`src/hw/rx_defines.svh`:
```
// needs RX_CHANS of 2 or more, 24-bit samples and a power-of-two buffer depth; nsamps of 0 is not valid
`ifndef RX_DEFINES_SVH
`define RX_DEFINES_SVH

////////////////////////////////////////////////////////////
// channel and sample geometry
////////////////////////////////////////////////////////////

`define RX_CHANS       4     // audio channels interleaved per sample
`define RX_SAMP_W      24    // I and Q width from each down-converter
`define RX_WORD_W      16    // buffer word
`define RX_TICKS_W     48    // free-running tick count
`define RX_NSAMPS_W    8     // sample count register

// buffer depth in words, pointers wrap at this size
`define RXBUF_DEPTH    2048

////////////////////////////////////////////////////////////
// one-hot op bits, qualified by the register or event strobes
////////////////////////////////////////////////////////////

`define OP_SET_RX_NSAMPS  0  // wr_reg: load sample count from tos
`define OP_GET_RX_SAMP    1  // wr_evt: read next buffer word
`define OP_GET_BUF_CTR    2  // wr_evt: read frame counter
`define OP_GET_RX_SRQ     3  // rd_reg: poll service request

`define RX_OP_W        16    // op word width
`define RX_TOS_W       16    // top-of-stack data width

`endif

```
`src/hw/rx_ctrl_regs.sv`:
```
// op bits are one-hot and only act with their strobe; nsamps has no reset and must be written before use
`include "rx_defines.svh"

module rx_ctrl_regs
(
	input  logic adc_clk,
	input  logic reset_bufs_A,
	input  logic [`RX_OP_W-1:0] op_i,
	input  logic wr_reg_i,
	input  logic wr_evt_i,
	input  logic rd_reg_i,
	input  logic [`RX_TOS_W-1:0] tos_i,
	input  logic frame_done_i,
	output logic [`RX_NSAMPS_W-1:0] nsamps_o,
	output logic rd_samp_o,
	output logic rd_ctr_o,
	output logic ser_o
);

	logic set_nsamps;
	logic get_srq;
	logic srq_noted;	// frame completed since last poll

	////////////////////////////////////////////////////////////
	// command decode
	////////////////////////////////////////////////////////////

	assign set_nsamps = wr_reg_i & op_i[`OP_SET_RX_NSAMPS];
	assign rd_samp_o  = wr_evt_i & op_i[`OP_GET_RX_SAMP];	// next buffer word
	assign rd_ctr_o   = wr_evt_i & op_i[`OP_GET_BUF_CTR];	// frame counter
	assign get_srq    = rd_reg_i & op_i[`OP_GET_RX_SRQ];

	// samples per frame, survives a buffer reset
	always_ff @(posedge adc_clk)
	begin
		if (set_nsamps)
			nsamps_o <= tos_i[`RX_NSAMPS_W-1:0];
	end

	////////////////////////////////////////////////////////////
	// service request
	////////////////////////////////////////////////////////////

	always_ff @(posedge adc_clk)
	begin
		if (reset_bufs_A)
		begin
			srq_noted <= 1'b0;
			ser_o <= 1'b0;
		end
		else if (get_srq)
		begin
			ser_o <= srq_noted;		// report and start over
			srq_noted <= frame_done_i;	// a pulse in the poll cycle is kept
		end
		else
			srq_noted <= srq_noted | frame_done_i;
	end

endmodule

```
`config.mk`:
```
export PLATFORM = sky130hd
export DESIGN_NAME = rx_ctrl_regs
export DESIGN_NICKNAME = d
export VERILOG_FILES = /design/src/hw/rx_ctrl_regs.sv
export VERILOG_INCLUDE_DIRS = /design/src /design/src/hw
export SDC_FILE = /design/constraint.sdc
export NUM_CORES = 1
export LEC_CHECK = 0
export BUFFER_PORTS_ARGS = -buffer_cell sky130_fd_sc_hd__buf_4
export CAP_MARGIN = 0
export CORE_AREA = 8 8 45 47
export DETAILED_ROUTE_END_ITERATION = 16
export DIE_AREA = 0 0 53 55
export GPL_TIMING_DRIVEN = 1
export MAX_ROUTING_LAYER = met4
export PLACE_DENSITY = 0.7
export SYNTH_ARGS = -nofsm -noshare
export SYNTH_HDL_FRONTEND = slang
export SYNTH_SLANG_ARGS = --single-unit
```
`constraint.sdc`:
```
create_clock -name adc_clk -period 1 [get_ports adc_clk]
set_clock_uncertainty 0.1 [all_clocks]
set_input_delay 0.15 -clock adc_clk [delete_from_list [all_inputs] [get_ports adc_clk]]
set_output_delay 0.15 -clock adc_clk [all_outputs]
set_load 0.1 [all_outputs]
```
Word level (Yosys, flattened, before mapping). Index checks and enable logic that the tools add are counted.

Mux-type cells: 1. Bitwise logic cells: 5.

Operator list (count): 1-bit AND (4); 1-bit two-way mux (1); 1-bit bitwise OR (1).

Word-level logic and storage cells: 9. Input bits: 38. Output and inout port bits: 11. Bits in registers: 10.

Longest topological paths before layout.
Depth in word-level cells: 2. Gate-level depth with buffers: 2. Depth with buffers taken out: 2.

Worst setup path after synthesis. Ideal clock, no wire load.

Path kind: reg-to-reg. Start: register, netlist name ser_o. End: register ser_o. Cell stages (with the launch flop): 3. Arrival: 1.153 ns. Data required time: 0.828 ns. Buffers on the path: 0. Slack: -0.324 ns. Setup time: 0.072 ns. Path through: dfxtp_1 nand2b_1 mux2i_1.

RTL lines: end signal, assigned (line rx_ctrl_regs.sv:53) `ser_o <= srq_noted;`; end, declared (line rx_ctrl_regs.sv:17) `output logic ser_o`.

Final worst setup path.
Start: register nsamps_o[3]. End: output nsamps_o[3].

RTL lines: start, declared (line rx_ctrl_regs.sv:14) `` output logic [`RX_NSAMPS_W-1:0] nsamps_o, ``; start signal, assigned (line rx_ctrl_regs.sv:37) `` nsamps_o <= tos_i[`RX_NSAMPS_W-1:0]; ``.

No word-level cell between the ends.

==> summary.md <==
| Metric | Value |
|---|---|
| Top-count cell post-synth | edfxtp_1 |
| Pwr/cell area | 1520 mW/mm^2 |
| Min Hold Slack | 0.0607 ns |
| Met2 WL | 411 um |
| Synth Net Count | 57 |
| Number of I/O pins | 49 |
| H-tree levels | 1 |
| Mean Syn Cell Area | 17.9 um^2 |
| Ys async rst share | 0% |
| Failing checks | negative setup slack |
| Top cells by count, synth | edfxtp_1, and2_1, dfxtp_1, nand2b_1 |
| Crit path max fanout | 1 |
| DR vias | 296 |
| Slowest stage delay, CP | 0.40 ns |
| Routed wire per std cell | 12.8 um |
| Worst EP required | 0.75 ns |
| Area Growth Syn to Fin | 121% |
| DR pass1 iterations | 4 |
| First-pass GRT wire length | 1500 um |
| Inserted Clock Buffers | 3 |
| Final Max Slew Viols | 0 |
| Crit share post-route | 111% |
| LEAKAGE | 0.331 nW |
| Residual DRC count | 0 |
| Outcome | finished, violations left |
| Switching share of power | 33.6% |
| Post-synth EDFFs | 8 |
| Initial antenna violation count | 0 |
| Max Fclk | 897 MHz |
| Chip height | 55 um |
| Hpwl dp | 807 um |
| Die area | 0.00292 mm^2 |
| Proportion of power drawn by the clock network | 23.9% |
| Ys flop type | edfxtp_1 |
| Max stage delay cell, worst path | edfxtp_1 |
| Die width | 53 um |
| Area leader, netlist | edfxtp_1 |
| Crit path time final | 1.11 ns |
| Clock Sinks | 10 |
| Sequential element share of the synthesized area | 82.4% |
| PortBufs | 28 |
| Synth top area cells | edfxtp_1, dfxtp_1, and2_1 |
| Grt ovf | 0 |
| WP buf/inv | 1 |
| Gpl congestion | 0.723 |
| ANT nets after route | 0 |
| Vias in the first global route | 345 |
| Worst EP arrival | 0.86 ns |
| Net Sw Power | 0.000384 W |
| Fin nets | 99 |
| CP Cell Sequence | buf_6 |
| Syn. warnings | 0 |
| Synth top area share | 70.6% |
| CP Capture Type | output port |
| Share of cells above drive strength 1 | 60.0% |
| Post-Syn Area | 340 um^2 |
| Hold Fails Final Rpt | 0 |
| CP Class | flip-flop to output port |
| Drt total wl | 974 um |
| Highest Signal Layer | met3 |
| Flop pwr share | 43.3% |
| Antenna Diode Count | 0 |
| Max VDD drop | 0.000462 V |
| Worst-path clk slew | 0.07 ns |
| Met3 wire length | 163 um |
| Delay-heaviest family, CP | flip-flops |
| Gr usage total | 7.73% |
| Max-Cap Viols | 0 |
| Number of setup buffers added after CTS | 0 |
| Initial core utilization | 24.6% |
| Combinational Power Share | 32.8% |
| WL met1 | 399 um |
| #FFs+latches synth | 10 |
| HP Class | primary input to flip-flop |
| Std-Cell Rows | 14 |
| # setup viols final | 9 |
| Startpoint Class | flip-flop |
| Slack of the critical path | -0.115 ns |
| Internal | 0.000759 W |
| Synthesized netlist cell count | 19 |
| CTS tree | yes |
| Worst-margin pin slew | 0.280 ns |
| Root buf cell | clkbuf_4 |
| Worst relative slew slack | 81.5% |
| Vias/cell | 3.89 |
| RSZ-0062 raised after global routing | true |
| DR iter-0 viols | 1 |
| Clock Latency Late Sink | 0.26 ns |
| Total chip power | 0.00114 W |
| Area of the core | 0.00138 mm^2 |
| Largest net degree at the start of global routing | 9 |
| Post-synthesis cell type count | 8 |
| Clock buffer depth | 2 |
power by group through the flow:
stage | Sequential (W) | Clock [W] | Combinational (W)
2_1_floorplan | 0.000668 | 0 | 0.0000522
6_report | 0.000495 | 0.000274 | 0.000375
3_3_place_gp | 0.000495 | 0 | 0.000329
3_5_place_dp | 0.000497 | 0 | 0.000331
5_1_grt | 0.000497 | 0.000312 | 0.000386
4_1_cts | 0.000493 | 0.000288 | 0.000378
path summary, 6_finish.rpt:
check	slack, ns	depth (start not counted)	start	endpoint
max	-0.11	1	nsamps_o[3]	nsamps_o[3]
min	0.06	3	frame_done_i	srq_noted
max reg2reg	0.31	2	ser_o	ser_o
min reg2reg	0.38	2	srq_noted	ser_o
flip-flops by register name (all words and copies together) (netlist names):
register and cells:
ser_o 1, srq_noted 1, nsamps_o 8
cells by family after synthesis:
logic type,count (synthesis),share of synthesized area (%)
AOI/OAI and AO/OA,1,1.84
buffers and inverters,1,1.10
DFF,10,82.4
muxes,1,2.94
and+or+nand+nor,6,11.8
layout make-up:
| type | instances | area [um^2] |
|---|---|---|
| sequential | 10 | 282 |
| fill | 120 | 631 |
| multi-input combinational | 8 | 66.3 |
| clock buffer | 3 | 22.5 |
| clock inverter | 1 | 3.75 |
| tap | 16 | 20.0 |
| inverter | 1 | 3.75 |
| timing repair buffer | 37 | 355 |
timing repair:
action,in CTS,in global routing
hold buffers,9,0
gates resized for setup,11,1
setup endpoints to repair,9,10
hold endpoints to repair,9,0
layer usage:
metal | track usage, % | vias to the layer above
li1 | - | 150
met1 | 7.63 | 122
met2 | 11.3 | 24
met3 | 4.55 | 0
met4 | 5.17 | 0
met5 | - | -
placed cells by master (no fill, tap or decap), drive strengths merged:
cell | Yosys | final
inv | 1 | 1
clkbuf | 0 | 3
buf | 0 | 28
clkinv | 0 | 1
and2 | 4 | 4
mux2i | 1 | 1
edfxtp | 8 | 8
dfxtp | 2 | 2
nand2b | 2 | 2
dlygate4sd3 | 0 | 9
o22ai | 1 | 1
through the flow:
stage | util (%) | area (um^2) | worst slack, ns | cells | setup TNS (ns)
floorplan | - | 344 | -0.154 | 19 | -1.25
global placement | 42.9 | 594 | 0.0917 | 64 | 0
detailed placement | 42.9 | 594 | 0.0859 | 64 | 0
CTS | 54.4 | 753 | -0.127 | 77 | -0.889
global route | 54.4 | 753 | -0.137 | 76 | -1.09
finish | 54.4 | 753 | -0.115 | 76 | -0.771
Power figures use the tool's default switching activity.
