$ cat src/hw/rx_defines.svh
// needs RX_CHANS of 2 or more, 24-bit samples and a power-of-two buffer depth; nsamps of 0 is not valid
`ifndef RX_DEFINES_SVH
`define RX_DEFINES_SVH

////////////////////////////////////////////////////////////
// channel and sample geometry
////////////////////////////////////////////////////////////

`define RX_CHANS       4     // audio channels interleaved per sample
`define RX_SAMP_W      24    // I and Q width from each down-converter
`define RX_WORD_W      16    // buffer word
`define RX_TICKS_W     48    // free-running tick count
`define RX_NSAMPS_W    8     // sample count register

// buffer depth in words, pointers wrap at this size
`define RXBUF_DEPTH    2048

////////////////////////////////////////////////////////////
// one-hot op bits, qualified by the register or event strobes
////////////////////////////////////////////////////////////

`define OP_SET_RX_NSAMPS  0  // wr_reg: load sample count from tos
`define OP_GET_RX_SAMP    1  // wr_evt: read next buffer word
`define OP_GET_BUF_CTR    2  // wr_evt: read frame counter
`define OP_GET_RX_SRQ     3  // rd_reg: poll service request

`define RX_OP_W        16    // op word width
`define RX_TOS_W       16    // top-of-stack data width

`endif

$ cat src/hw/rx_pkg.sv
// relies on rx_defines.svh on the include path; the channel index is sized for RX_CHANS of 2 or more
`include "rx_defines.svh"

package rx_pkg;

	////////////////////////////////////////////////////////////
	// buffer word and tick views
	////////////////////////////////////////////////////////////

	typedef logic [`RX_WORD_W-1:0] rx_word_t;	// one buffer word

	// the latched tick count, stored whole but written out word by word
	typedef union packed
	{
		logic [`RX_TICKS_W-1:0] count;		// as counted
		rx_word_t [2:0] w;			// w[0] is the low word, written first
	} rx_ticks_u;

	// channel index into the interleaved groups
	typedef logic [$clog2(`RX_CHANS)-1:0] rx_chan_t;

	// word within a group of three
	typedef enum logic [1:0]
	{
		TSEL_I  = 2'd0,	// I high bits
		TSEL_Q  = 2'd1,	// Q high bits
		TSEL_LB = 2'd2	// low bytes of I and Q
	} rx_tsel_t;

endpackage

$ cat src/hw/rx_wr_if.sv
// all fields are registered by the sequencer and line up with the cycle in which the word is written
`include "rx_defines.svh"

interface rx_wr_if
	import rx_pkg::*;
();

	logic wr;		// write strobe, one word per cycle
	rx_tsel_t tsel;		// I, Q or low-bytes word (also tick word 0..2)
	rx_chan_t chan;		// channel of the group being written
	logic use_ts;		// trailer: tick words
	logic use_ctr;		// trailer: frame counter word

	// transfer sequencer drives everything
	modport seq (output wr, output tsel, output chan, output use_ts, output use_ctr);

	// word source picks the data from the selectors
	modport src (input tsel, input chan, input use_ts, input use_ctr);

	// sample buffer only needs the strobe
	modport sbuf (input wr);

endinterface

$ cat src/hw/rx_word_src.sv
// samples and ticks are caught on every rx_avail_i, so they must hold until the burst has been written
`include "rx_defines.svh"

module rx_word_src
	import rx_pkg::*;
(
	input  logic adc_clk,
	input  logic reset_bufs_A,
	input  logic rx_avail_i,
	input  logic [`RX_CHANS*`RX_SAMP_W-1:0] rx_i_i,
	input  logic [`RX_CHANS*`RX_SAMP_W-1:0] rx_q_i,
	input  logic [`RX_TICKS_W-1:0] ticks_i,
	input  logic frame_done_i,
	rx_wr_if.src wr_bus,
	output rx_word_t din_o,
	output rx_word_t buf_ctr_o
);

	logic [`RX_CHANS*`RX_SAMP_W-1:0] i_lat, q_lat;	// all channels, packed
	rx_ticks_u ticks_lat;
	rx_word_t frame_ctr;		// frames completed
	logic [`RX_SAMP_W-1:0] i_sel, q_sel;
	rx_word_t samp_word, tick_word;

	////////////////////////////////////////////////////////////
	// sample and tick latch
	////////////////////////////////////////////////////////////

	always_ff @(posedge adc_clk)
	begin
		if (rx_avail_i)
		begin
			i_lat <= rx_i_i;
			q_lat <= rx_q_i;
			ticks_lat.count <= ticks_i;	// last pulse of a frame wins
		end
	end

	// counts frames, cleared only with the buffers
	always_ff @(posedge adc_clk)
	begin
		if (reset_bufs_A)
			frame_ctr <= '0;
		else if (frame_done_i)
			frame_ctr <= frame_ctr + 1'b1;
	end

	assign buf_ctr_o = frame_ctr;

	////////////////////////////////////////////////////////////
	// write word select
	////////////////////////////////////////////////////////////

	always_comb
	begin
		i_sel = i_lat[wr_bus.chan*`RX_SAMP_W +: `RX_SAMP_W];
		q_sel = q_lat[wr_bus.chan*`RX_SAMP_W +: `RX_SAMP_W];
		case (wr_bus.tsel)
			TSEL_I:  samp_word = i_sel[`RX_SAMP_W-1 -: 16];
			TSEL_Q:  samp_word = q_sel[`RX_SAMP_W-1 -: 16];
			default: samp_word = {i_sel[7:0], q_sel[7:0]};	// I low byte on top
		endcase
		case (wr_bus.tsel)
			TSEL_I:  tick_word = ticks_lat.w[0];	// low
			TSEL_Q:  tick_word = ticks_lat.w[1];
			default: tick_word = ticks_lat.w[2];	// high
		endcase
	end

	assign din_o = wr_bus.use_ctr ? frame_ctr :
		(wr_bus.use_ts ? tick_word : samp_word);

endmodule

$ cat src/flat_wrapper.sv
// flat-port wrapper written by rule: the top's interface ports become plain ports
module rx_word_src_flat import rx_pkg::*;
  (adc_clk, reset_bufs_A, rx_avail_i, rx_i_i, rx_q_i, ticks_i, frame_done_i, din_o, buf_ctr_o, wr_bus_tsel, wr_bus_chan, wr_bus_use_ts, wr_bus_use_ctr);
  rx_wr_if wr_bus_i ();
  input  logic adc_clk;
  input  logic reset_bufs_A;
  input  logic rx_avail_i;
  input  logic [`RX_CHANS*`RX_SAMP_W-1:0] rx_i_i;
  input  logic [`RX_CHANS*`RX_SAMP_W-1:0] rx_q_i;
  input  logic [`RX_TICKS_W-1:0] ticks_i;
  input  logic frame_done_i;
  output rx_word_t din_o;
  output rx_word_t buf_ctr_o;
  input wire logic [$bits(wr_bus_i.tsel)-1:0] wr_bus_tsel;
  input wire logic [$bits(wr_bus_i.chan)-1:0] wr_bus_chan;
  input wire logic [$bits(wr_bus_i.use_ts)-1:0] wr_bus_use_ts;
  input wire logic [$bits(wr_bus_i.use_ctr)-1:0] wr_bus_use_ctr;
  assign wr_bus_i.tsel = wr_bus_tsel;
  assign wr_bus_i.chan = wr_bus_chan;
  assign wr_bus_i.use_ts = wr_bus_use_ts;
  assign wr_bus_i.use_ctr = wr_bus_use_ctr;
  rx_word_src u_core (.adc_clk(adc_clk), .reset_bufs_A(reset_bufs_A), .rx_avail_i(rx_avail_i), .rx_i_i(rx_i_i), .rx_q_i(rx_q_i), .ticks_i(ticks_i), .frame_done_i(frame_done_i), .wr_bus(wr_bus_i), .din_o(din_o), .buf_ctr_o(buf_ctr_o));
endmodule
$ cat config.mk
export PLATFORM = sky130hd
export DESIGN_NAME = rx_word_src_flat
export DESIGN_NICKNAME = d
export VERILOG_FILES = /design/src/hw/rx_pkg.sv /design/src/hw/rx_wr_if.sv /design/src/hw/rx_word_src.sv /design/src/flat_wrapper.sv
export VERILOG_INCLUDE_DIRS = /design/src /design/src/hw
export SDC_FILE = /design/constraint.sdc
export NUM_CORES = 1
export LEC_CHECK = 0
export BUFFER_PORTS_ARGS = -buffer_cell sky130_fd_sc_hd__buf_2
export CAP_MARGIN = 20
export CORE_ASPECT_RATIO = 1.4
export CORE_UTILIZATION = 52
export DETAILED_ROUTE_END_ITERATION = 6
export GPL_ROUTABILITY_DRIVEN = 0
export PLACE_DENSITY = 0.86
export SYNTH_ARGS = -nofsm -noshare
export SYNTH_HDL_FRONTEND = slang
export SYNTH_SLANG_ARGS = --single-unit
export TNS_END_PERCENT = 30
$ cat constraint.sdc
create_clock -name adc_clk -period 1.6 [get_ports adc_clk]
set_input_delay 0.08 -clock adc_clk [delete_from_list [all_inputs] [get_ports adc_clk]]
set_output_delay 0.08 -clock adc_clk [all_outputs]
set_load 0.03 [all_outputs]
==> flow_summary.toml, run 1 <==
[yosys]
synth_fp_nets = 853
synthArstFlopShare = 0
ys_warn_count = 0
synth_edf_count = 240
yosysTopAreaCell = "edfxtp_1"
synth_cells = 602
synth_cell_type_count = 35
synth_top_area_frac = 0.709
synth.yosys.seq_area_share = 0.741
synthesis.area_um2 = 10200
ys_ff_latch = 256
synth_flop_cell = "edfxtp_1"
synth_area_leaders = "edfxtp_1 (71%), mux2i_1 (8.3%), mux2_2 (4.1%)"
synth.avg_cell_area_um2 = 16.9

[placement]
placed_cell_area_um2 = 12200
port_buffers = 281
hpwlAfterDp_um = 18700

[floorplanning]
start_util = 0.529
die_y_um = 167
rows = 60
die_width_um = 120
io_pins = 282

[run_status]
outcome = "aborted with a tool error"
firstError = "[ERROR RSZ-0060] Max buffer count reached."
failing_step = "clock tree synthesis (4_1_cts)"

[clock_network]
post_cts_buffers = 0
cts_htree_levels = 1
numCtsBuffers = 24
cts_buffer_depth = 3
clock-sinks = 256
cts_resized = 39
clock-root-buffer = "clkbuf_16"
holdBufCountCts = 242
## synth_stat cells, types with 5 or more instances
library cell and count:
a221oi_1 14, buf_6 5, dfxtp_1 16, edfxtp_1 240
a21oi_1 11, o21ai_0 18, buf_4 8, nand2_1 16
mux2i_1 84, nor2b_1 9, nand3_1 5, a21o_1 8
buf_2 11, clkbuf_1 7, nor2_1 25, mux2_2 37
nor3_1 10, inv_1 7, nor4_1 10, o22ai_1 32
xnor2_1 6
## logic make-up after synthesis
group,synth area share
and+or+nand+nor,0.0468
adders and majority gates,0.00123
muxes,0.126
buffers and inverters,0.0220
xor gates and xnor gates,0.00862
AOI/OAI and AO/OA,0.0548
DFF,0.741
## metrics by stage
| step | hold slack [ps] | TNS, ps | setup slack, ps | instances | util |
|---|---|---|---|---|---|
| after floorplan | 179 | -415 | -172 | 602 | - |
| after global placement | 257 | -981 | -106 | 1156 | 0.636 |
| after detailed placement | 258 | -1330 | -143 | 1156 | 0.636 |
==> inputs of run 2 (changes only) <==
--- a/config.mk
+++ b/config.mk
@@ -8,11 +8,10 @@
 export LEC_CHECK = 0
 export BUFFER_PORTS_ARGS = -buffer_cell sky130_fd_sc_hd__buf_2
 export CAP_MARGIN = 20
-export CORE_ASPECT_RATIO = 1.4
-export CORE_UTILIZATION = 52
+export CORE_UTILIZATION = 40
 export DETAILED_ROUTE_END_ITERATION = 6
 export GPL_ROUTABILITY_DRIVEN = 0
-export PLACE_DENSITY = 0.86
+export PLACE_DENSITY_LB_ADDON = 0.15
 export SYNTH_ARGS = -nofsm -noshare
 export SYNTH_HDL_FRONTEND = slang
 export SYNTH_SLANG_ARGS = --single-unit
==> run 2 against run 1 <==
Compared with the run above:
- the flow now finishes, with violations (setup timing)
- synthesized area is the same
- synthesized cell count is the same
==> flow_summary.toml, run 2 <==
[run_status]
outcome = "complete, but fails checks"
violations = "setup timing"

[sta]
hold_slack_ps = 252
finClkSkew_ps = 5.92
fin_ws_ps = -328
setup_viol = 16
rsz0062_at_grt = "yes"
drv_slew = 0
period_share = 1.20
timing.slew.headroom = 0.563
min_period_ps = 1930
hold_viol_final = 0
fmax_mhz = 519
worst_slew_pin_slew_ps = 654

[yosys]
synth_fp_nets = 853
synth-simple-area-share = 0.0468
ys_warn_count = 0
synth_area_leaders = "edfxtp_1 (71%), mux2i_1 (8.3%), mux2_2 (4.1%)"
synth_top_family_by_area = "multiplexers"
synth_compound_area_frac = 0.0548
synthArstFlopShare = 0
synth_top_area_frac = 0.709
yosysTopAreaCell = "edfxtp_1"
synth_cell_type_count = 35
synth_edf_count = 240
yosys.area_share.xor_xnor = 0.00862
synth.avg_cell_area_um2 = 16.9
synth_adder_area_share = 0.00123
ys_ff_latch = 256
synth_flop_cell = "edfxtp_1"
yosys.cell_count.top_type = "edfxtp_1"
synth_cells = 602
synthMuxAreaShare = 0.126
synth.yosys.seq_area_share = 0.741
synth_common_cells = "edfxtp_1 (240), mux2i_1 (84), mux2_2 (37)"
synthesis.area_um2 = 10200

[final_layout]
fin_util = 0.660
area_delta_synth_final_pct = 59.7
top_regs = "u_core.i_lat: 96 flops, u_core.q_lat: 96 flops, u_core.ticks_lat: 48 flops"
layout_common_cells = "buf_2 (263), dlygate4sd3_1 (244), edfxtp_1 (240)"
drive_gt1_frac = 0.406
final_cells = 1539
postLayoutCellArea_um2 = 16200
nets = 1443
layout_commonest_cell = "buf_2"

[clock_network]
clock-sinks = 256
cts_buffer_depth = 3
cts.clk_slew.worst_paths_ps = 60
cts_htree_levels = 1
clock-root-buffer = "clkbuf_16"
insertion_delay_ps = 520
cts_tree = "yes"
numCtsBuffers = 27

[floorplanning]
die_width_um = 161
core_um2 = 24600
dieArea_um2 = 26100
rows = 57
io_pins = 282
start_util = 0.413
die_y_um = 161

[drt]
drc = 0
final_antenna_net_count = 0
totalWireLength_um = 30400
viasPerCell = 4.89
dr.pass1.iters = 5
num_vias = 7528
wl_per_cell_um = 19.8
drt_iter0_markers = 477

[setup_path]
endpoint_kind = "output port"
path_class = "register to output port"
arrival_ps = 1850
cp.required_ps = 1520
worstSetupStartpointType = "register"
cp_max_fo = 1

[global_route]
grt_pass1_vias = 8027
grt.overflow.total = 0
grt_usage = 0.231
grt_pass1_wl_um = 45100
antenna_found_initial = 2
grt_max_degree = 49

[job]
maxCapViolations = 0

[placement]
hpwlAfterDp_um = 19600
placed_cell_area_um2 = 12600
dp.cells = 1252
port_buffers = 281

[power_and_ir_drop]
total_leakage_power_nw = 6.56
ir_drop_mv = 0.759
p_total_mw = 16.4
p_per_area_nw_per_um2 = 1010

[worst_hold_path]
hold_class = "input pin to register"
[run 2: cell counts after synthesis]
Identical to the previous run, type by type.
[run 2: report_power, final]
group	switching, mW	internal, mW	total, mW
Combinational	0.936	1.17	2.10
Clock	2.58	3.73	6.30
Sequential	0.157	7.88	8.04
[run 2: layer usage]
metal	track usage	vias up	share of wire
met5	0	-	0
met4	0.0823	0	0.032
met3	0.0370	59	0.055
met2	0.391	278	0.49
met1	0.301	3627	0.42
li1	-	3564	-
[run 2: path summary, 6_finish.rpt]
kind                           to  slack, ps                  from  cells past startpoint
max reg2reg  u_core.buf_ctr_o[15]        120   u_core.buf_ctr_o[0]                      5
max                      din_o[9]       -330      u_core.i_lat[25]                      5
min reg2reg  u_core.buf_ctr_o[15]        540  u_core.buf_ctr_o[15]                      2
min              u_core.i_lat[74]        250            rx_i_i[74]                      2
[run 2: worst max-delay path, stage by stage, from the launching register on]
cell,delay [ps]
edfxtp_1,380
mux2i_1,180
o22ai_2,140
nor4_4,350
a221oi_2,60
buf_4,200
[run 2: logic make-up after synthesis]
group,after synthesis
DFF,256
muxes,122
and+or+nand+nor,89
buffers and inverters,38
adders and majority gates,1
AOI/OAI and AO/OA,86
xor gates and xnor gates,10
[run 2: stage by stage]
step | setup TNS, ps | setup slack (ps)
after floorplan | -415 | -172
after global placement | -1820 | -233
after detailed placement | -2130 | -243
after CTS | -5150 | -412
after global routing | -5680 | -439
final | -4260 | -328
[run 2: layout make-up]
| cell class | instances | area, µm² |
|---|---|---|
| fill | 1735 | 8370 |
| sequential | 256 | 7530 |
| timing repair buffer | 592 | 4590 |
| multi-input combinational | 308 | 2780 |
| clock buffer | 33 | 728 |
| tap | 324 | 405 |
| clock inverter | 17 | 175 |
| inverter | 7 | 26.3 |
| antenna | 2 | 5.00 |
[run 2: repair_timing]
| item | CTS | global route |
|---|---|---|
| pin swaps | 13 | 10 |
| cloned | 0 | 0 |
| setup endpoints to repair | 16 | 20 |
| resized for setup | 48 | 40 |
| setup buffers | 0 | 0 |
| hold endpoints to repair | 284 | 0 |
| hold buffers | 244 | 0 |
Note: power is estimated with default switching activity, not from simulation.
