===== src/hw/rx_defines.svh =====
// needs RX_CHANS of 2 or more, 24-bit samples and a power-of-two buffer depth; nsamps of 0 is not valid
`ifndef RX_DEFINES_SVH
`define RX_DEFINES_SVH

////////////////////////////////////////////////////////////
// channel and sample geometry
////////////////////////////////////////////////////////////

`define RX_CHANS       4     // audio channels interleaved per sample
`define RX_SAMP_W      24    // I and Q width from each down-converter
`define RX_WORD_W      16    // buffer word
`define RX_TICKS_W     48    // free-running tick count
`define RX_NSAMPS_W    8     // sample count register

// buffer depth in words, pointers wrap at this size
`define RXBUF_DEPTH    2048

////////////////////////////////////////////////////////////
// one-hot op bits, qualified by the register or event strobes
////////////////////////////////////////////////////////////

`define OP_SET_RX_NSAMPS  0  // wr_reg: load sample count from tos
`define OP_GET_RX_SAMP    1  // wr_evt: read next buffer word
`define OP_GET_BUF_CTR    2  // wr_evt: read frame counter
`define OP_GET_RX_SRQ     3  // rd_reg: poll service request

`define RX_OP_W        16    // op word width
`define RX_TOS_W       16    // top-of-stack data width

`endif


===== src/hw/rx_pkg.sv =====
// relies on rx_defines.svh on the include path; the channel index is sized for RX_CHANS of 2 or more
`include "rx_defines.svh"

package rx_pkg;

	////////////////////////////////////////////////////////////
	// buffer word and tick views
	////////////////////////////////////////////////////////////

	typedef logic [`RX_WORD_W-1:0] rx_word_t;	// one buffer word

	// the latched tick count, stored whole but written out word by word
	typedef union packed
	{
		logic [`RX_TICKS_W-1:0] count;		// as counted
		rx_word_t [2:0] w;			// w[0] is the low word, written first
	} rx_ticks_u;

	// channel index into the interleaved groups
	typedef logic [$clog2(`RX_CHANS)-1:0] rx_chan_t;

	// word within a group of three
	typedef enum logic [1:0]
	{
		TSEL_I  = 2'd0,	// I high bits
		TSEL_Q  = 2'd1,	// Q high bits
		TSEL_LB = 2'd2	// low bytes of I and Q
	} rx_tsel_t;

endpackage


===== src/hw/rx_wr_if.sv =====
// all fields are registered by the sequencer and line up with the cycle in which the word is written
`include "rx_defines.svh"

interface rx_wr_if
	import rx_pkg::*;
();

	logic wr;		// write strobe, one word per cycle
	rx_tsel_t tsel;		// I, Q or low-bytes word (also tick word 0..2)
	rx_chan_t chan;		// channel of the group being written
	logic use_ts;		// trailer: tick words
	logic use_ctr;		// trailer: frame counter word

	// transfer sequencer drives everything
	modport seq (output wr, output tsel, output chan, output use_ts, output use_ctr);

	// word source picks the data from the selectors
	modport src (input tsel, input chan, input use_ts, input use_ctr);

	// sample buffer only needs the strobe
	modport sbuf (input wr);

endinterface


===== src/hw/rx_xfer_seq.sv =====
// rx_avail_i must be spaced at least 3*RX_CHANS+8 cycles apart; a pulse during a transfer is dropped
`include "rx_defines.svh"

module rx_xfer_seq
	import rx_pkg::*;
(
	input  logic adc_clk,
	input  logic reset_bufs_A,
	input  logic rx_avail_i,
	input  logic [`RX_NSAMPS_W-1:0] nsamps_i,
	rx_wr_if.seq wr_bus,
	output logic frame_done_o
);

	// count runs 0..nsamps-1 over the sample bursts,
	// nsamps while the tick words go out, nsamps+1 for the counter word
	logic transfer;			// a burst or the trailer is moving
	logic [`RX_NSAMPS_W:0] count;
	rx_chan_t chan_n;		// channel of the next group
	rx_tsel_t move;			// next word within the group
	logic [`RX_NSAMPS_W:0] n_full;
	logic last_chan;

	assign n_full = {1'b0, nsamps_i};
	assign last_chan = (chan_n == rx_chan_t'(`RX_CHANS - 1));

	////////////////////////////////////////////////////////////
	// transfer state machine
	////////////////////////////////////////////////////////////

	always_ff @(posedge adc_clk)
	begin
		if (reset_bufs_A)
		begin
			transfer <= 1'b0;
			count <= '0;
			chan_n <= '0;
			move <= TSEL_I;
			wr_bus.wr <= 1'b0;
			wr_bus.tsel <= TSEL_I;
			wr_bus.chan <= '0;
			wr_bus.use_ts <= 1'b0;
			wr_bus.use_ctr <= 1'b0;
			frame_done_o <= 1'b0;
		end
		else
		begin
			// one cycle after the counter word went out
			frame_done_o <= wr_bus.wr & wr_bus.use_ctr;

			if (!transfer)
			begin
				// idle, wait for the down-converters
				wr_bus.wr <= 1'b0;
				wr_bus.use_ts <= 1'b0;
				wr_bus.use_ctr <= 1'b0;
				transfer <= rx_avail_i;
			end
			else if (count < n_full)
			begin
				// channel groups: I, Q, low bytes for each channel in turn
				wr_bus.wr <= 1'b1;
				wr_bus.use_ts <= 1'b0;
				wr_bus.use_ctr <= 1'b0;
				wr_bus.chan <= chan_n;
				wr_bus.tsel <= move;
				if (move == TSEL_LB)
				begin
					move <= TSEL_I;
					chan_n <= last_chan ? '0 : chan_n + 1'b1;
					if (last_chan)
					begin
						count <= count + 1'b1;
						// last burst runs straight on into the trailer
						transfer <= (count == n_full - 1'b1);
					end
				end
				else
					move <= (move == TSEL_I) ? TSEL_Q : TSEL_LB;
			end
			else if (count == n_full)
			begin
				// three tick words, low first, tsel reused as word index
				wr_bus.wr <= 1'b1;
				wr_bus.use_ts <= 1'b1;
				wr_bus.use_ctr <= 1'b0;
				wr_bus.tsel <= move;
				if (move == TSEL_LB)
				begin
					move <= TSEL_I;
					count <= count + 1'b1;
				end
				else
					move <= (move == TSEL_I) ? TSEL_Q : TSEL_LB;
			end
			else
			begin
				// frame counter word closes the frame
				wr_bus.wr <= 1'b1;
				wr_bus.use_ts <= 1'b0;
				wr_bus.use_ctr <= 1'b1;
				count <= '0;
				transfer <= 1'b0;
			end
		end
	end

endmodule


===== src/flat_wrapper.sv =====
// flat-port wrapper written by rule: the top's interface ports become plain ports
module rx_xfer_seq_flat import rx_pkg::*;
  (adc_clk, reset_bufs_A, rx_avail_i, nsamps_i, frame_done_o, wr_bus_wr, wr_bus_tsel, wr_bus_chan, wr_bus_use_ts, wr_bus_use_ctr);
  rx_wr_if wr_bus_i ();
  input  logic adc_clk;
  input  logic reset_bufs_A;
  input  logic rx_avail_i;
  input  logic [`RX_NSAMPS_W-1:0] nsamps_i;
  output logic frame_done_o;
  output wire logic [$bits(wr_bus_i.wr)-1:0] wr_bus_wr;
  output wire logic [$bits(wr_bus_i.tsel)-1:0] wr_bus_tsel;
  output wire logic [$bits(wr_bus_i.chan)-1:0] wr_bus_chan;
  output wire logic [$bits(wr_bus_i.use_ts)-1:0] wr_bus_use_ts;
  output wire logic [$bits(wr_bus_i.use_ctr)-1:0] wr_bus_use_ctr;
  assign wr_bus_wr = wr_bus_i.wr;
  assign wr_bus_tsel = wr_bus_i.tsel;
  assign wr_bus_chan = wr_bus_i.chan;
  assign wr_bus_use_ts = wr_bus_i.use_ts;
  assign wr_bus_use_ctr = wr_bus_i.use_ctr;
  rx_xfer_seq u_core (.adc_clk(adc_clk), .reset_bufs_A(reset_bufs_A), .rx_avail_i(rx_avail_i), .nsamps_i(nsamps_i), .wr_bus(wr_bus_i), .frame_done_o(frame_done_o));
endmodule

===== config.mk =====
export PLATFORM = sky130hd
export DESIGN_NAME = rx_xfer_seq_flat
export DESIGN_NICKNAME = d
export VERILOG_FILES = /design/src/hw/rx_pkg.sv /design/src/hw/rx_wr_if.sv /design/src/hw/rx_xfer_seq.sv /design/src/flat_wrapper.sv
export VERILOG_INCLUDE_DIRS = /design/src /design/src/hw
export SDC_FILE = /design/constraint.sdc
export NUM_CORES = 1
export LEC_CHECK = 0
export ABC_CLOCK_PERIOD_IN_PS = 2230
export BUFFER_PORTS_ARGS = -buffer_cell sky130_fd_sc_hd__buf_4
export CAP_MARGIN = 10
export CORE_MARGIN = 5
export CORE_UTILIZATION = 31
export CTS_CLUSTER_DIAMETER = 150
export DETAILED_ROUTE_END_ITERATION = 6
export GPL_ROUTABILITY_DRIVEN = 0
export PLACE_DENSITY = 0.54
export SETUP_SLACK_MARGIN = 0.1
export SYNTH_ARGS = -nofsm -noshare
export SYNTH_HDL_FRONTEND = slang
export SYNTH_SLANG_ARGS = --single-unit

===== constraint.sdc =====
create_clock -name adc_clk -period 2.23 [get_ports adc_clk]
set_input_delay 0.1115 -clock adc_clk [delete_from_list [all_inputs] [get_ports adc_clk]]
set_output_delay 0.1115 -clock adc_clk [all_outputs]
set_load 0.01 [all_outputs]

After elaboration in Yosys (flattened, before gate mapping)

Index checks and enable logic that the tools add are counted.

Add/sub/neg operators: 3
Multipliers: 0
Div/mod/pow operators: 0
Order comparisons: 1
Equality and inequality tests: 7
Shift-type cells: 0
Multiplexer cells: 19
Bitwise operators: 2
Reductions and logical operators: 7

Operators with widths:

| cell                  | count |
|---|---|
| $mux W9               | 5 |
| $mux W2               | 7 |
| $add A9 B1 Y9 const B | 1 |
| $eq A9 B8 Y1          | 1 |
| $eq A9 B9 Y1          | 1 |
| $lt A9 B8 Y1          | 1 |
| $sub A8 B1 Y9 const B | 1 |
| $mux W1               | 7 |
| $eq A2 B2 Y1 const B  | 2 |
| $ne A2 B2 Y1 const B  | 2 |
| $reduce_and A2 Y1     | 2 |
| $reduce_and A4 Y1     | 1 |
| $reduce_and A3 Y1     | 1 |
| $reduce_or A3 Y1      | 1 |
| $add A2 B1 Y2 const B | 1 |
| $logic_not A2 Y1      | 1 |
| $ne A2 B1 Y1 const B  | 1 |
| $reduce_bool A2 Y1    | 1 |
| $and A1 B1 Y1         | 1 |
| $not A1 Y1            | 1 |

Bits in registers: 22
Bits in latches: 0
RAM bits: 0
Bits in read-only memories: 0
Bits of input ports: 11
Output and inout port bits: 8
Word-level logic and storage cells: 49
Memories kept: 0

Longest topological paths before layout

Depth after elaboration: 6
Mapped depth: 8
Gate-level depth less buffers: 8

Worst setup path before layout

No wires, ideal clock.

Kind: register to register
Start point: reg u_core.count[6]
End point: reg u_core.chan_n[1]
Library setup time: 128 ps
Data arrival time: 1852 ps
Required time: 2102 ps
Setup slack: 250 ps
Cell stages (with the launch flop): 8
Buffers on the path: 0
Cell sequence: dfxtp_1 > ha_1 > a21oi_2 > o21ai_2 > o31ai_4 > and3_2 > mux2i_1 > nor2_1

Word-level cells in the longest chain between the ends: 2

RTL lines:

| item                               | line              | RTL |
|---|---|---|
| from (decl)                        | rx_xfer_seq.sv:18 | `` logic [`RX_NSAMPS_W:0] count; `` |
| from (signal assigned)             | rx_xfer_seq.sv:73 | `count <= count + 1'b1;` |
| from (signal assigned)             | rx_xfer_seq.sv:91 | `count <= count + 1'b1;` |
| $lt A9 B8 Y1                       | rx_xfer_seq.sv:59 | `else if (count < n_full)` |
| $reduce_and A3 Y1 (no source line) | n/a               |  |
| to (signal assigned)               | rx_xfer_seq.sv:70 | `chan_n <= last_chan ? '0 : chan_n + 1'b1;` |
| to (decl)                          | rx_xfer_seq.sv:19 | `rx_chan_t chan_n;` |

Every way passes these cells.
A chain may end at the register's enable or synchronous reset.

Worst setup path after layout

Start point: reg u_core.count[4]
End point: reg u_core.transfer

Word-level cells in the longest chain between the ends: 5

RTL lines:

| item                                                                 | line              | RTL |
|---|---|---|
| parallel branches: the longest is 3 deep, another holds $lt A9 B8 Y1 | n/a               |  |
| $mux W1 (*)                                                          | rx_xfer_seq.sv:59 |  |
| $mux W1 (*)                                                          | rx_xfer_seq.sv:51 | `if (!transfer)` |
| to (signal assigned)                                                 | rx_xfer_seq.sv:57 | `transfer <= rx_avail_i;` |
| to (signal assigned)                                                 | rx_xfer_seq.sv:75 | `transfer <= (count == n_full - 1'b1);` |
| to (decl)                                                            | rx_xfer_seq.sv:17 | `logic transfer;` |

Every way passes the cells marked *.

==> summary.md <==
| Metric | Value |
|---|---|
| Status | `finished, final reports clean` |
| Sequential fraction of design power | `0.458` |
| Max-cap violations | `0` |
| Antenna diodes | `0` |
| Peak supply drop | `0.196 mV` |
| Vias per std cell | `5.10` |
| Hold path depth | `2` |
| Leakage | `0.740 nW` |
| Mapped Area | `around 1500 um^2` |
| Routed WL | `between 3000 and 4000 um` |
| Final period utilization | `0.911` |
| Worst-path maximum fanout | `7` |
| Vias in the first global route | `1,278` |
| Average size of a mapped cell | `roughly 8.4 um^2` |
| Largest net degree at the start of global routing | `16` |
| Clock network power share | `0.421` |
| FF+latch count, synth | `22` |
| HP Class | `in -> reg` |
| DP HPWL | `approximately 2600 um` |
| Most used DFF post-synth | `dfxtp_1` |
| Share of cells above drive strength 1 | `0.209` |
| Num ports | `19` |
| Switching share of power | `0.222` |
| Cell area after layout | `1800 um^2` |
| Syn_nets | `between 150 and 200` |
| Crit path time final | `slightly above 2000 ps` |
| Total GRT Usage | `0.108` |
| Hold Vio Cnt, Final | `0` |
| Core Box Area | `4660 um^2` |
| Vert. Die Dim | `about 79 um` |
| TNS Setup | `0 ps` |
| Cell Count, Final, Fillers Out | `about 260` |
| RSZ-0062 raised after global routing | `true` |
| PD cells | `slightly below 500 nW/um^2` |
| First-pass GRT wire length | `5600 um` |
| Worst skew pair latency | `260 ps` |
| CTS tree | `built` |
| Most frequent cells in the layout | `buf_4 (26), dfxtp_1 (22), nor2_1 (20)` |
| Slew @ Worst Pin | `430 ps` |
| Ys Warns | `0` |
| Highest Clock Rate | `492 MHz` |
| Most flop-heavy register | `u_core.count` |
| Max Slew Vio Count | `0` |
| DRT antenna net count | `0` |
| Hold wc startpoint | `reset_bufs_A` |
| Total gr overflow | `0` |
| Comb power frac | `0.121` |
| FF-to-FF End | `u_core.transfer$_SDFF_PP0_` |
| R2R Setup Slk | `200 ps` |
| P&R area growth vs syn | `23.3%` |
| DR DRC count | `0` |
| Final Skew | `between 9 and 10 ps` |
| Crit start category | `flip-flop` |
| Clock sink count | `22` |
| Yosys cell types | `45` |
| Hold EP | `u_core.move[0]$_SDFFE_PP0P_` |
| Initial antenna violation count | `0` |
| DR vias | `roughly 1.3k` |
| P_int | `between 0.6 and 0.7 mW` |
| Die X | `~80 um` |
| FFs w/ async S/R, synth | `0` |
| Std-Cell Rows | `25` |
| Max-slew headroom | `0.712` |
| Input/output buffers | `18` |
| FF-to-FF path depth | `8` |
| Seq/Total Area, Yosys | `0.301` |
| Post-synth EDFFs | `0` |
| Initial Util | `0.314` |
| P_sw | `between 0.15 and 0.2 mW` |
| Post-DR wirelength/cell | `roughly 12 um` |
| Fin nets | `about 220` |
| Worst r2r src | `u_core.count[4]$_SDFFE_PP0P_` |
| Die area | `6190 um^2` |
| Num CTS Buffers | `3` |
| Initial DRC count | `63` |
| Type of destination of the critical path | `flip-flop` |
| Max FFs per register | `9` |
| Final setup fails | `0` |
| CP required | `between 2000 and 2500 ps` |
| Post-synthesis cell count | `about 170` |
| Placed Instance Area | `between 1500 and 2000 um^2` |
| Commonest non-fill, non-tap cell in the layout | `buf_4` |
| Clock Tree Buf Depth | `2` |
| Crit path kind | `reg -> reg` |
| Dpl cells | `250` |
| Root Buffer | `clkbuf_8` |
| Initial DRT Pass Iterations | `4` |
| Crit path DAT | `2190 ps` |
| CTS H-tree depth | `1` |
| Clock slew at reported path FFs | `approximately 90 ps` |
power groups by stage:
stage	clock network, mW	logic (mW)	registers [mW]
3_3_place_gp	0	0.105	0.413
2_1_floorplan	0	0.0661	0.412
5_1_grt	0.398	0.120	0.405
4_1_cts	0.379	0.105	0.403
6_report	0.371	0.107	0.403
3_5_place_dp	0	0.105	0.413
area by class of cell:
cell class              count  area, um^2
clock buffers               3        41.3
clock inverters             1        30.0
fillers                   479        2860
inverters                  13        48.8
multi-input cells         136         978
flip-flops and latches     22         440
well taps                  54        67.6
repair buffers             26         195
stage by stage:
| stage | power, mW | setup slack [ps] | util | hold slack, ps |
|---|---|---|---|---|
| after CTS | 0.888 | 191 | 0.380 | 110 |
| after detailed placement | 0.518 | 208 | 0.365 | 395 |
| final | 0.881 | 199 | 0.387 | 106 |
| after global placement | 0.517 | 168 | 0.365 | 396 |
| after global routing | 0.922 | 61.0 | 0.387 | 111 |
| after floorplan | 0.478 | 250 | - | 174 |
layer usage:
metal	global-route usage	vias up	share of wire
met5	0	-	0
met4	0.0262	0	0.0072
met3	0.00917	4	0.028
met2	0.180	18	0.46
met1	0.150	594	0.51
li1	-	684	-
repair_timing:
| action | 4_1_cts | 5_1_grt |
|---|---|---|
| endpoints found under the setup margin | 0 | 9 |
| hold buffers | 0 | 0 |
| buffers inserted | 0 | 1 |
| gates resized for setup | 0 | 3 |
worst max-delay path, cell delays in order, from the launching register on:
cell and delay, ps:
dfxtp_1 370, ha_1 330, nand4_1 190, o22ai_4 220
o31ai_4 70, buf_4 170, or2_1 290, a31oi_1 200
a21oi_1 80
synthesized netlist by cell type, types with 2 or more instances:
| cell type | instances | area, um^2 |
|---|---|---|
| o21ai_0 | 2 | 10.0 |
| nor2_1 | 20 | 75.1 |
| ha_1 | 11 | 138 |
| and3_1 | 3 | 18.8 |
| nand3_1 | 13 | 65.1 |
| a31oi_1 | 4 | 25.0 |
| nor3_1 | 8 | 40.0 |
| nand2b_1 | 5 | 31.3 |
| nor2b_1 | 2 | 12.5 |
| nand4_1 | 3 | 18.8 |
| a21oi_2 | 2 | 17.5 |
| a21oi_1 | 10 | 50.1 |
| dfxtp_1 | 22 | 440 |
| nand4b_1 | 3 | 26.3 |
| nand2_1 | 9 | 33.8 |
| xnor2_1 | 8 | 70.1 |
| xor2_1 | 2 | 17.5 |
| mux2i_1 | 5 | 50.1 |
| or2_1 | 2 | 12.5 |
| inv_1 | 13 | 48.8 |
| o211ai_1 | 2 | 15.0 |
kinds of logic after synthesis:
logic type,Yosys count,synth area share
DFF,22,0.301
xor gates and xnor gates,10,0.0599
AOI/OAI and AO/OA,33,0.188
and+or+nand+nor,77,0.278
adders and majority gates,11,0.0942
buffers and inverters,15,0.0437
muxes,5,0.0342
worst max-delay path by stage:
stage,cells past startpoint,slack [ps],start,to
after detailed placement,7,210,u_core.count[4]$_SDFFE_PP0P_,u_core.count[7]$_SDFFE_PP0P_
after global routing,8,60,u_core.count[7]$_SDFFE_PP0P_,u_core.transfer$_SDFF_PP0_
final,8,200,u_core.count[4]$_SDFFE_PP0P_,u_core.transfer$_SDFF_PP0_
after CTS,7,190,u_core.count[4]$_SDFFE_PP0P_,u_core.count[7]$_SDFFE_PP0P_
after floorplan,7,250,u_core.count[6]$_SDFFE_PP0P_,u_core.chan_n[1]$_SDFFE_PP0P_
after global placement,7,170,u_core.count[4]$_SDFFE_PP0P_,u_core.count[7]$_SDFFE_PP0P_
No activity file was read; power rests on OpenSTA's default activity.
